### src/hdl/board_pkg.sv
// board geometry constants and the cell, index, entry, mask and board types
`default_nettype none

package board_pkg;

   // ------------------------------------------------
   // geometry
   // ------------------------------------------------
   localparam int board_dim = 4;
   localparam int num_cells = board_dim * board_dim;
   localparam int cell_w    = 3;

   // ------------------------------------------------
   // vector types
   // ------------------------------------------------
   // 0 is an empty cell, 1 to 4 are the symbols
   typedef logic [cell_w-1:0] cell_t;

   // row * board_dim + column
   typedef logic [$clog2(num_cells)-1:0] cell_idx_t;

   // player value 0..3, stored on the board as value + 1
   typedef logic [1:0] entry_t;

   // one bit per cell
   typedef logic [num_cells-1:0] mask_t;

   // cell i sits in bits [i*cell_w +: cell_w]
   typedef logic [num_cells*cell_w-1:0] board_t;

endpackage

`default_nettype wire

### src/hdl/level_pkg.sv
// difficulty levels and the random nibble type
`default_nettype none

package level_pkg;

   // number of hints shrinks from easy to hard
   typedef enum logic [1:0] {
      lvl_none   = 2'd0,
      lvl_easy   = 2'd1,
      lvl_medium = 2'd2,
      lvl_hard   = 2'd3
   } level_t;

   // one random nibble from the game controller
   typedef logic [3:0] rand_t;

endpackage

`default_nettype wire

### src/hdl/solution_key.sv
// key symbol register and its expansion into the solution board
`default_nettype none

module solution_key (
   input  wire                clka,
   input  wire                rst,
   input  wire                restart,
   input  wire                win_flag,
   input  wire                set_board_flag,
   input  level_pkg::rand_t   rand_a,
   input  level_pkg::rand_t   rand_b,
   output board_pkg::board_t  real_board
);

   import board_pkg::*;

   cell_t key_a;
   cell_t key_b;
   logic  key_valid;

   cell_t a_next;
   cell_t b_next;
   cell_t inv_a;
   cell_t inv_b;
   cell_t layout [num_cells];

   // ------------------------------------------------
   // key selection
   // ------------------------------------------------
   // a and b always come from different complement pairs
   always_comb begin
      if (!rand_a[1]) begin
         a_next = rand_a[0] ? cell_t'(4) : cell_t'(1);
         b_next = rand_b[0] ? cell_t'(3) : cell_t'(2);
      end else begin
         a_next = rand_a[0] ? cell_t'(3) : cell_t'(2);
         b_next = rand_b[0] ? cell_t'(4) : cell_t'(1);
      end
   end

   always_ff @(posedge clka) begin
      if (rst || restart || win_flag) begin
         key_a     <= '0;
         key_b     <= '0;
         key_valid <= 1'b0;
      end else if (set_board_flag) begin
         key_a     <= a_next;
         key_b     <= b_next;
         key_valid <= 1'b1;
      end
   end

   // ------------------------------------------------
   // fixed latin square layout
   // ------------------------------------------------
   assign inv_a = cell_t'(5) - key_a;
   assign inv_b = cell_t'(5) - key_b;

   always_comb begin
      // row 0
      layout[0]  = key_a;
      layout[1]  = inv_b;
      layout[2]  = key_b;
      layout[3]  = inv_a;
      // row 1
      layout[4]  = key_b;
      layout[5]  = inv_a;
      layout[6]  = key_a;
      layout[7]  = inv_b;
      // row 2
      layout[8]  = inv_b;
      layout[9]  = key_a;
      layout[10] = inv_a;
      layout[11] = key_b;
      // row 3
      layout[12] = inv_a;
      layout[13] = key_b;
      layout[14] = inv_b;
      layout[15] = key_a;
   end

   // empty board until a key has been loaded
   always_comb begin
      for (int i = 0; i < num_cells; i++) begin
         real_board[i*cell_w +: cell_w] = key_valid ? layout[i] : cell_t'(0);
      end
   end

endmodule

`default_nettype wire

### src/hdl/hint_select.sv
// decode of the random nibbles and the difficulty into the hint mask
`default_nettype none

module hint_select (
   input  level_pkg::rand_t   rand_a,
   input  level_pkg::rand_t   rand_b,
   input  level_pkg::level_t  difficulty,
   output board_pkg::mask_t   hint_mask
);

   import board_pkg::*;
   import level_pkg::*;

   logic [1:0]           field [board_dim];
   logic [board_dim-1:0] use_pair;

   // one cell per row, or two mirrored cells per row
   function automatic logic [board_dim-1:0] row_hint(input logic [1:0] sel,
                                                     input logic       pair);
      logic [board_dim-1:0] bits;
      if (pair) begin
         // outer columns for 0 and 3, inner columns for 1 and 2
         if (sel == 2'd0 || sel == 2'd3) begin
            bits = 4'b1001;
         end else begin
            bits = 4'b0110;
         end
      end else begin
         bits = 4'b0001 << sel;
      end
      return bits;
   endfunction

   // ------------------------------------------------
   // per-row fields and pair rule
   // ------------------------------------------------
   assign field[0] = rand_a[1:0];
   assign field[1] = rand_a[3:2];
   assign field[2] = rand_b[1:0];
   assign field[3] = rand_b[3:2];

   // row 2 pairs from medium down, row 1 pairs on easy only
   assign use_pair[0] = 1'b0;
   assign use_pair[1] = (difficulty == lvl_easy);
   assign use_pair[2] = (difficulty == lvl_easy) || (difficulty == lvl_medium);
   assign use_pair[3] = 1'b0;

   always_comb begin
      hint_mask = '0;
      if (difficulty != lvl_none) begin
         for (int r = 0; r < board_dim; r++) begin
            hint_mask[r*board_dim +: board_dim] = row_hint(field[r], use_pair[r]);
         end
      end
   end

endmodule

`default_nettype wire

### src/hdl/player_board.sv
// player cells, given-cell flags and solved flag under the command strobes
`default_nettype none

module player_board (
   input  wire                   clka,
   input  wire                   rst,
   input  wire                   restart,
   input  wire                   win_flag,
   input  wire                   set_board_flag,
   input  wire                   set_diff_flag,
   input  wire                   insert_flag,
   input  wire                   check_flag,
   input  wire                   try_again_flag,
   input  board_pkg::cell_idx_t  cell_in,
   input  board_pkg::entry_t     val_in,
   input  board_pkg::board_t     real_board,
   input  board_pkg::mask_t      hint_mask,
   output board_pkg::board_t     user_board,
   output board_pkg::mask_t      fill_flag,
   output logic                  solved
);

   import board_pkg::*;

   board_t user_next;
   mask_t  fill_next;
   logic   solved_next;
   logic   clear;

   assign clear = rst || restart || win_flag;

   // ------------------------------------------------
   // command decode, highest priority first
   // ------------------------------------------------
   always_comb begin
      user_next   = user_board;
      fill_next   = fill_flag;
      solved_next = solved;

      if (set_board_flag) begin
         // new key is loading, player state holds this cycle
      end else if (set_diff_flag) begin
         // givens copied from the solution and locked
         for (int i = 0; i < num_cells; i++) begin
            if (hint_mask[i]) begin
               user_next[i*cell_w +: cell_w] = real_board[i*cell_w +: cell_w];
            end
         end
         fill_next = fill_flag | hint_mask;
      end else if (insert_flag) begin
         // given cells cannot be overwritten
         if (!fill_flag[cell_in]) begin
            user_next[cell_in*cell_w +: cell_w] = cell_t'(val_in) + cell_t'(1);
         end
      end else if (check_flag) begin
         solved_next = (user_board == real_board);
      end else if (try_again_flag) begin
         // wipe the player's own entries only
         for (int i = 0; i < num_cells; i++) begin
            if (!fill_flag[i]) begin
               user_next[i*cell_w +: cell_w] = '0;
            end
         end
      end
   end

   // ------------------------------------------------
   // state registers
   // ------------------------------------------------
   always_ff @(posedge clka) begin
      if (clear) begin
         user_board <= '0;
         fill_flag  <= '0;
         solved     <= 1'b0;
      end else begin
         user_board <= user_next;
         fill_flag  <= fill_next;
         solved     <= solved_next;
      end
   end

endmodule

`default_nettype wire

### src/hdl/sudoku_top.sv
// sudoku datapath top joining the key, hint and player board blocks
`default_nettype none

module sudoku_top (
   input  wire                   clka,
   input  wire                   rst,
   input  wire                   restart,
   input  wire                   win_flag,
   input  wire                   set_board_flag,
   input  wire                   set_diff_flag,
   input  wire                   insert_flag,
   input  wire                   check_flag,
   input  wire                   try_again_flag,
   input  level_pkg::rand_t      rand_a,
   input  level_pkg::rand_t      rand_b,
   input  level_pkg::level_t     difficulty,
   input  board_pkg::cell_idx_t  cell_in,
   input  board_pkg::entry_t     val_in,
   output board_pkg::board_t     user_board,
   output board_pkg::board_t     real_board,
   output board_pkg::mask_t      fill_flag,
   output logic                  solved
);

   import board_pkg::*;

   // cells revealed by the current difficulty
   mask_t hint_mask;

   solution_key u_solution_key (
      .clka           (clka),
      .rst            (rst),
      .restart        (restart),
      .win_flag       (win_flag),
      .set_board_flag (set_board_flag),
      .rand_a         (rand_a),
      .rand_b         (rand_b),
      .real_board     (real_board)
   );

   hint_select u_hint_select (
      .rand_a     (rand_a),
      .rand_b     (rand_b),
      .difficulty (difficulty),
      .hint_mask  (hint_mask)
   );

   player_board u_player_board (
      .clka           (clka),
      .rst            (rst),
      .restart        (restart),
      .win_flag       (win_flag),
      .set_board_flag (set_board_flag),
      .set_diff_flag  (set_diff_flag),
      .insert_flag    (insert_flag),
      .check_flag     (check_flag),
      .try_again_flag (try_again_flag),
      .cell_in        (cell_in),
      .val_in         (val_in),
      .real_board     (real_board),
      .hint_mask      (hint_mask),
      .user_board     (user_board),
      .fill_flag      (fill_flag),
      .solved         (solved)
   );

endmodule

`default_nettype wire

### config.mk
export PLATFORM = sky130hd
export DESIGN_NAME = sudoku_top
export DESIGN_NICKNAME = d
export VERILOG_FILES = /design/src/hdl/board_pkg.sv /design/src/hdl/level_pkg.sv /design/src/hdl/solution_key.sv /design/src/hdl/hint_select.sv /design/src/hdl/player_board.sv /design/src/hdl/sudoku_top.sv
export SDC_FILE = /design/constraint.sdc
export NUM_CORES = 1
export LEC_CHECK = 0
export BUFFER_PORTS_ARGS = -buffer_cell sky130_fd_sc_hd__clkbuf_2
export CAP_MARGIN = 20
export CORE_ASPECT_RATIO = 1.5
export CORE_UTILIZATION = 40
export CTS_BUF_LIST = sky130_fd_sc_hd__clkbuf_8
export DETAILED_ROUTE_END_ITERATION = 6
export PLACE_DENSITY = 0.68
export SLEW_MARGIN = 25
export SYNTH_ARGS = -nofsm -noshare
export SYNTH_HDL_FRONTEND = slang
export SYNTH_HIERARCHICAL = 1
export SYNTH_SLANG_ARGS = --single-unit
### constraint.sdc
create_clock -name clka -period 3.7 [get_ports clka]
set_clock_uncertainty 0.1 [all_clocks]
set_input_delay 0.37 -clock clka [delete_from_list [all_inputs] [get_ports clka]]
set_output_delay 0.37 -clock clka [all_outputs]
set_load 0.05 [all_outputs]
* Yosys cells after proc, flatten, opt, wreduce, memory -nomap -nowiden
Index checks and enable logic that the tools add are counted. W data, S select, Z words.
Word-level totals: flip-flop bits (word level) 72, bits of input ports 25, output and inout port bits 113, logic and storage cells 158
Cells by class: muxes and demuxes 55, reduce and logical (&&, ||, !) cells 27, order comparisons 1, equality and inequality tests 39, bitwise gates (word level) 4, add/sub/neg operators 4, shifts and indexed selects 6, multiply operators 1
Operator list (number):
- $mux W48 | 5
- $mux W3 | 40
- $reduce_and A6 Y1 | 16
- $ne A3 B3 Y1 const B | 18
- $bwmux W48 | 1
- $eq A48 B48 Y1 | 1
- $shift A3 B34 Y48 const A | 1
- $shiftx A3 B34 Y48 | 1
- $neg A6 Y34 | 1
- $ne A2 B1 Y1 const B | 16
- $mux W16 | 1
- $mux W4 | 4
- $or A16 B16 Y16 | 1
- $shl A1 B2 Y4 const A | 4
- $eq A2 B2 Y1 const B | 3
- $mul A4 B2 Y6 const B | 1
- $sub A3 B3 Y3 const A | 2
- $logic_or A1 B1 Y1 | 5
- $lt A4 B5 Y1 const B | 1
- $bmux W1 S4 | 1
- $logic_not A2 Y1 | 2
- $reduce_and A4 Y1 | 1
- $add A2 B1 Y3 const B | 1
- $mux W1 | 3
- other kinds (5) | 7

* Depth between registers and ports, before layout
word-level depth 7, gate-level depth with buffers 11, mapped depth without buffers 8

* By module
The synthesis kept the hierarchy.
Modules (own cells, without submodules):
- player_board | instances 1, sequential area each 1301.2 sq um, cells an instance 545, area each 4606.9 sq um
- solution_key | instances 1, sequential area each 140.1 sq um, cells an instance 78, area each 658.1 sq um
- hint_select | instances 1, sequential area each 0.0 sq um, cells an instance 44, area each 355.3 sq um

* Least setup slack after synthesis
Ideal clock, no wire load.
path type register to register, from reg u_solution_key.key_valid, to reg u_player_board.solved, setup slack 0.803 ns, library setup time 0.072 ns, arrival time 2.725 ns, period minus slack after synthesis 2.897 ns, cell stages (with the launch flop) 10, required time 3.528 ns, path buffers 2, path through dfxtp_1 > clkbuf_1 > nor2b_1 > buf_4 > xor2_1 > nor4_1 > nand4_1 > nor4_1 > nand3_1 > a21oi_1
Between the ends: word-level cells in the longest chain between the ends 2, elaborated cells on any way between the ends 5, those cells by class eq/ne: 1; mux: 4
Ends and longest elaborated chain:
- from (decl) | RTL line solution_key.sv:19 | logic key_valid;
- from (signal assigned) | RTL line solution_key.sv:45 | key_valid <= 1'b0;
- from (signal assigned) | RTL line solution_key.sv:49 | key_valid <= 1'b1;
- $mux W3 | RTL line solution_key.sv:85 | real_board[i*cell_w +: cell_w] = key_valid ? layout[i] : cell_t'(0);
- named net real_board[9] | RTL line sudoku_top.sv:20 | output board_pkg::board_t real_board,
- $eq A48 B48 Y1 | RTL line player_board.sv:56 | solved_next = (user_board == real_board);
- to (signal assigned) | RTL line player_board.sv:78 | solved <= solved_next;
- to (decl) | RTL line player_board.sv:20 | output logic solved
The timed path passes the listed nets, and every way through them passes these cells. A chain may end at the register's enable or synchronous reset.

* Worst setup path in the final report
from in cell_in[0], to reg u_player_board.user_board[0]
Between the ends: word-level cells in the longest chain between the ends 7, elaborated cells on any way between the ends 12, those cells by class add/sub: 1; mul: 1; eq/ne: 1; shift: 2; mux: 6; reduce/logical: 1
Ends and longest elaborated chain:
- from (decl) | RTL line sudoku_top.sv:17 | input board_pkg::cell_idx_t cell_in,
- $mul A4 B2 Y6 | RTL line player_board.sv:53 | user_next[cell_in*cell_w +: cell_w] = cell_t'(val_in) + cell_t'(1);
- $neg A6 Y34 | RTL line player_board.sv:53
- $shiftx A3 B34 Y48 or $shift A3 B34 Y48 (tied branches) | RTL line player_board.sv:53
- $bwmux W48 | RTL line player_board.sv:53
- $mux W48 | RTL line player_board.sv:52 | if (!fill_flag[cell_in]) begin
- $mux W48 | RTL line player_board.sv:50 | end else if (insert_flag) begin
- $mux W48 | RTL line player_board.sv:42 | end else if (set_diff_flag) begin
- to (signal assigned) | RTL line player_board.sv:76 | user_board <= user_next;
- to (decl) | RTL line player_board.sv:18 | output board_pkg::board_t user_board,
Several ways; a longest one is shown, not always the timed one. The select of a mux whose other input is x is not followed.

==> metrics <==
die area 0.0145 mm2; r2r setup slk 1.03 ns; Root Buffer clkbuf_8; synthesis-stage register bit count a little over 70; worst r2r src u_solution_key/key_valid; WL per Instance between 20 and 25 um; min Tclk post-route 2.96 ns; std cell rows between 50 and 60; Syn Std Cell Area roughly 0.0056 mm2; GRT overflow 0; HP Class input pin to flop; register area share after synthesis 25.6%; iteration count of the initial detailed-routing pass 5; placed cell area 0.00619 mm2; Crit. End Element flop; Reg clk slew, reported paths 0.08 ns; Core Region ~0.014 mm2; crit path max fanout 18; worst endpoint data arrival time approximately 3.2 ns; Combinational Power Share roughly 25%; TritonCTS clock tree yes; Min-Delay Endpoint u_solution_key/key_b[1]; routability-driven placement congestion ratio 0.937; largest net degree at the start of global routing between 50 and 60; I/O Pins roughly 140; vias in the first global route slightly above 5000; largest area contributor in the netlist dfxtp_1; DP Wirelength 15000 um; first-pass GRT wire length around 29000 um; Post-Layout Cell Count between 900 and 1000; Worst Reg-to-Reg Cells 8; CP Launch Type input pin; Max-cap violations 0; Avg Inst Size Synth 8.43 um2; top post-synthesis cells by area dfxtp_1 (26%), o21ai_0 (7.0%), o221a_1 (6.2%), buf_4 (5.5%), xnor2_1 (4.5%); postcts setup bufs 0; hold_sp rand_a[1]; Core Util, Final 46.8%; hold path cells 2; PD cells 286 mW/mm2; Placed Instances slightly above 900; worst setup margin approximately 0.74 ns; VDD IR-drop max between 0.1 and 0.15 mV; Port Buf Inserts ~140; DRC 0; Die H roughly 150 um; Int Pwr between 1 and 1.5 mW; share of the synthesized area in the top cell type between 20% and 30%; Fin. Hold Viols 0; Final Slew Violations 0; final WL 19500 um; DP Worst Slack around 0.47 ns; Worst EP required 3.91 ns; Layout area overhead 13.3%; vias per cell ~6; Skew-Pair Late Insertion Delay approximately 0.36 ns; Most used DFF post-synth dfxtp_1; Synth Warn # 6; number of synthesized flops with an enable pin 0; relative slew slack 31.7%; antenna violations before repair 0; Synth async-reset ratio 0%; # diodes 0; initial drt markers between 500 and 600; Seq pwr share a little over two fifths; Die Wd slightly below 100 um; Starting Density 41.3%; final setup fails 0; GR Util All Layers a little over a quarter; worst-case clock buffer depth 2; critical path class input pin to flop; status complete, no violations; clock network power share between 30% and 40%; fin area approximately 0.0064 mm2; Routed Antenna Nets 0; layout cells sized above 1 between 20 and 30%; worst reg2reg path endpoint u_player_board/solved; number of distinct library cells after synthesis 59; via count approximately 5600; CTS Sinks 72; RSZ-0062 raised after global routing no; hold_ws approximately 0.24 ns; Sw Ratio a little over a third; Commonest cells post-synth o21ai_0 (79), dfxtp_1 (72), nor2_1 (56), nand2_1 (42), buf_4 (41); count of hold-fix buffers inserted at cts 0; CTS Buf Count 9; Tightest Pin Transition 1.02 ns; NetSw roughly 0.64 mW; CTS resizes 0; count leader, synth o21ai_0; fmax between 300 and 400 MHz; htree depth 3; Gate Count Post-Synth around 670; Post-Route Setup TNS 0 ns; leakage around 2.7 nW; Mapped Nets slightly above 700; Final nets between 800 and 900; Design Power ~1.8 mW; Final period util roughly four fifths
## worst max-delay path, cell delays in order
cell and delay, ns:
clkbuf_2 0.26, inv_1 0.16, ha_1 0.51, or3b_1 0.53, nor4_1 0.54, a211o_1 0.24
nand3_2 0.13, a21oi_2 0.23, o221a_1 0.21
## how the worst max path moves through the flow
stage | start | endpoint | slack [ns] | cells past startpoint
global route | cell_in[0] | u_player_board/user_board[0] | 0.53 | 9
detailed placement | cell_in[0] | u_player_board/user_board[0] | 0.47 | 9
floorplan | u_solution_key/key_valid | u_player_board/solved | 0.80 | 9
CTS | cell_in[0] | u_player_board/user_board[0] | 0.82 | 9
finish | cell_in[0] | u_player_board/user_board[0] | 0.74 | 9
global placement | cell_in[0] | u_player_board/user_board[2] | 0.60 | 9
## cell usage in the layout (no fill, tap or decap), drive strengths merged, types with 13 or more instances in the layout
master and count:
ha 18, dfxtp 72, a21oi 42, o21ai 80, xor2 21, inv 24
xnor2 29, nand3 16, nor3b 14, buf 23, nor2b 13, nor2 58
o221a 39, nand2 43, clkbuf 146
## power by group through the flow
stage               registers (mW)  clock network [mW]  logic [mW]
floorplan                    0.846                   0       0.305
global placement             0.818                   0       0.444
detailed placement           0.817                   0       0.447
CTS                          0.799               0.576       0.449
global route                 0.801               0.610       0.487
finish                       0.799               0.566       0.457
## logic make-up after synthesis
logic type,Yosys count,synth area share (%)
XOR/XNOR,50,7.79
AND/OR/NAND/NOR,199,19.3
buffers and inverters,99,10.2
adder cells (fa/ha/maj),18,4.01
flip-flops,72,25.6
AO/OA/AOI/OAI,214,29.7
multiplexers,15,3.34
## cell type report
| type | count | area [um2] |
|---|---|---|
| Clock buffer | 10 | 138 |
| Clock inverter | 6 | 36.3 |
| Fill cell | 1364 | 7230 |
| Inverter | 23 | 86.3 |
| Multi-Input combinational cell | 496 | 3610 |
| Sequential cell | 72 | 1440 |
| Tap cell | 162 | 203 |
| Timing Repair Buffer | 159 | 851 |
## routing by layer
metal  wire (um)  up-vias  track usage [%]
met4        1530        0             21.4
met3        1490       68             4.04
met2        9220      338             43.8
met1        7310     2595             30.8
met5           0        -                0
li1            -     2581                -
## flip-flops by register name, summed over array words and instances (netlist names)
name / cells
u_solution_key/key_valid: 1
u_player_board/fill_flag: 16
u_player_board/solved: 1
u_solution_key/key_a: 3
u_solution_key/key_b: 3
u_player_board/user_board: 48
No activity file was read; power rests on OpenSTA's default activity.
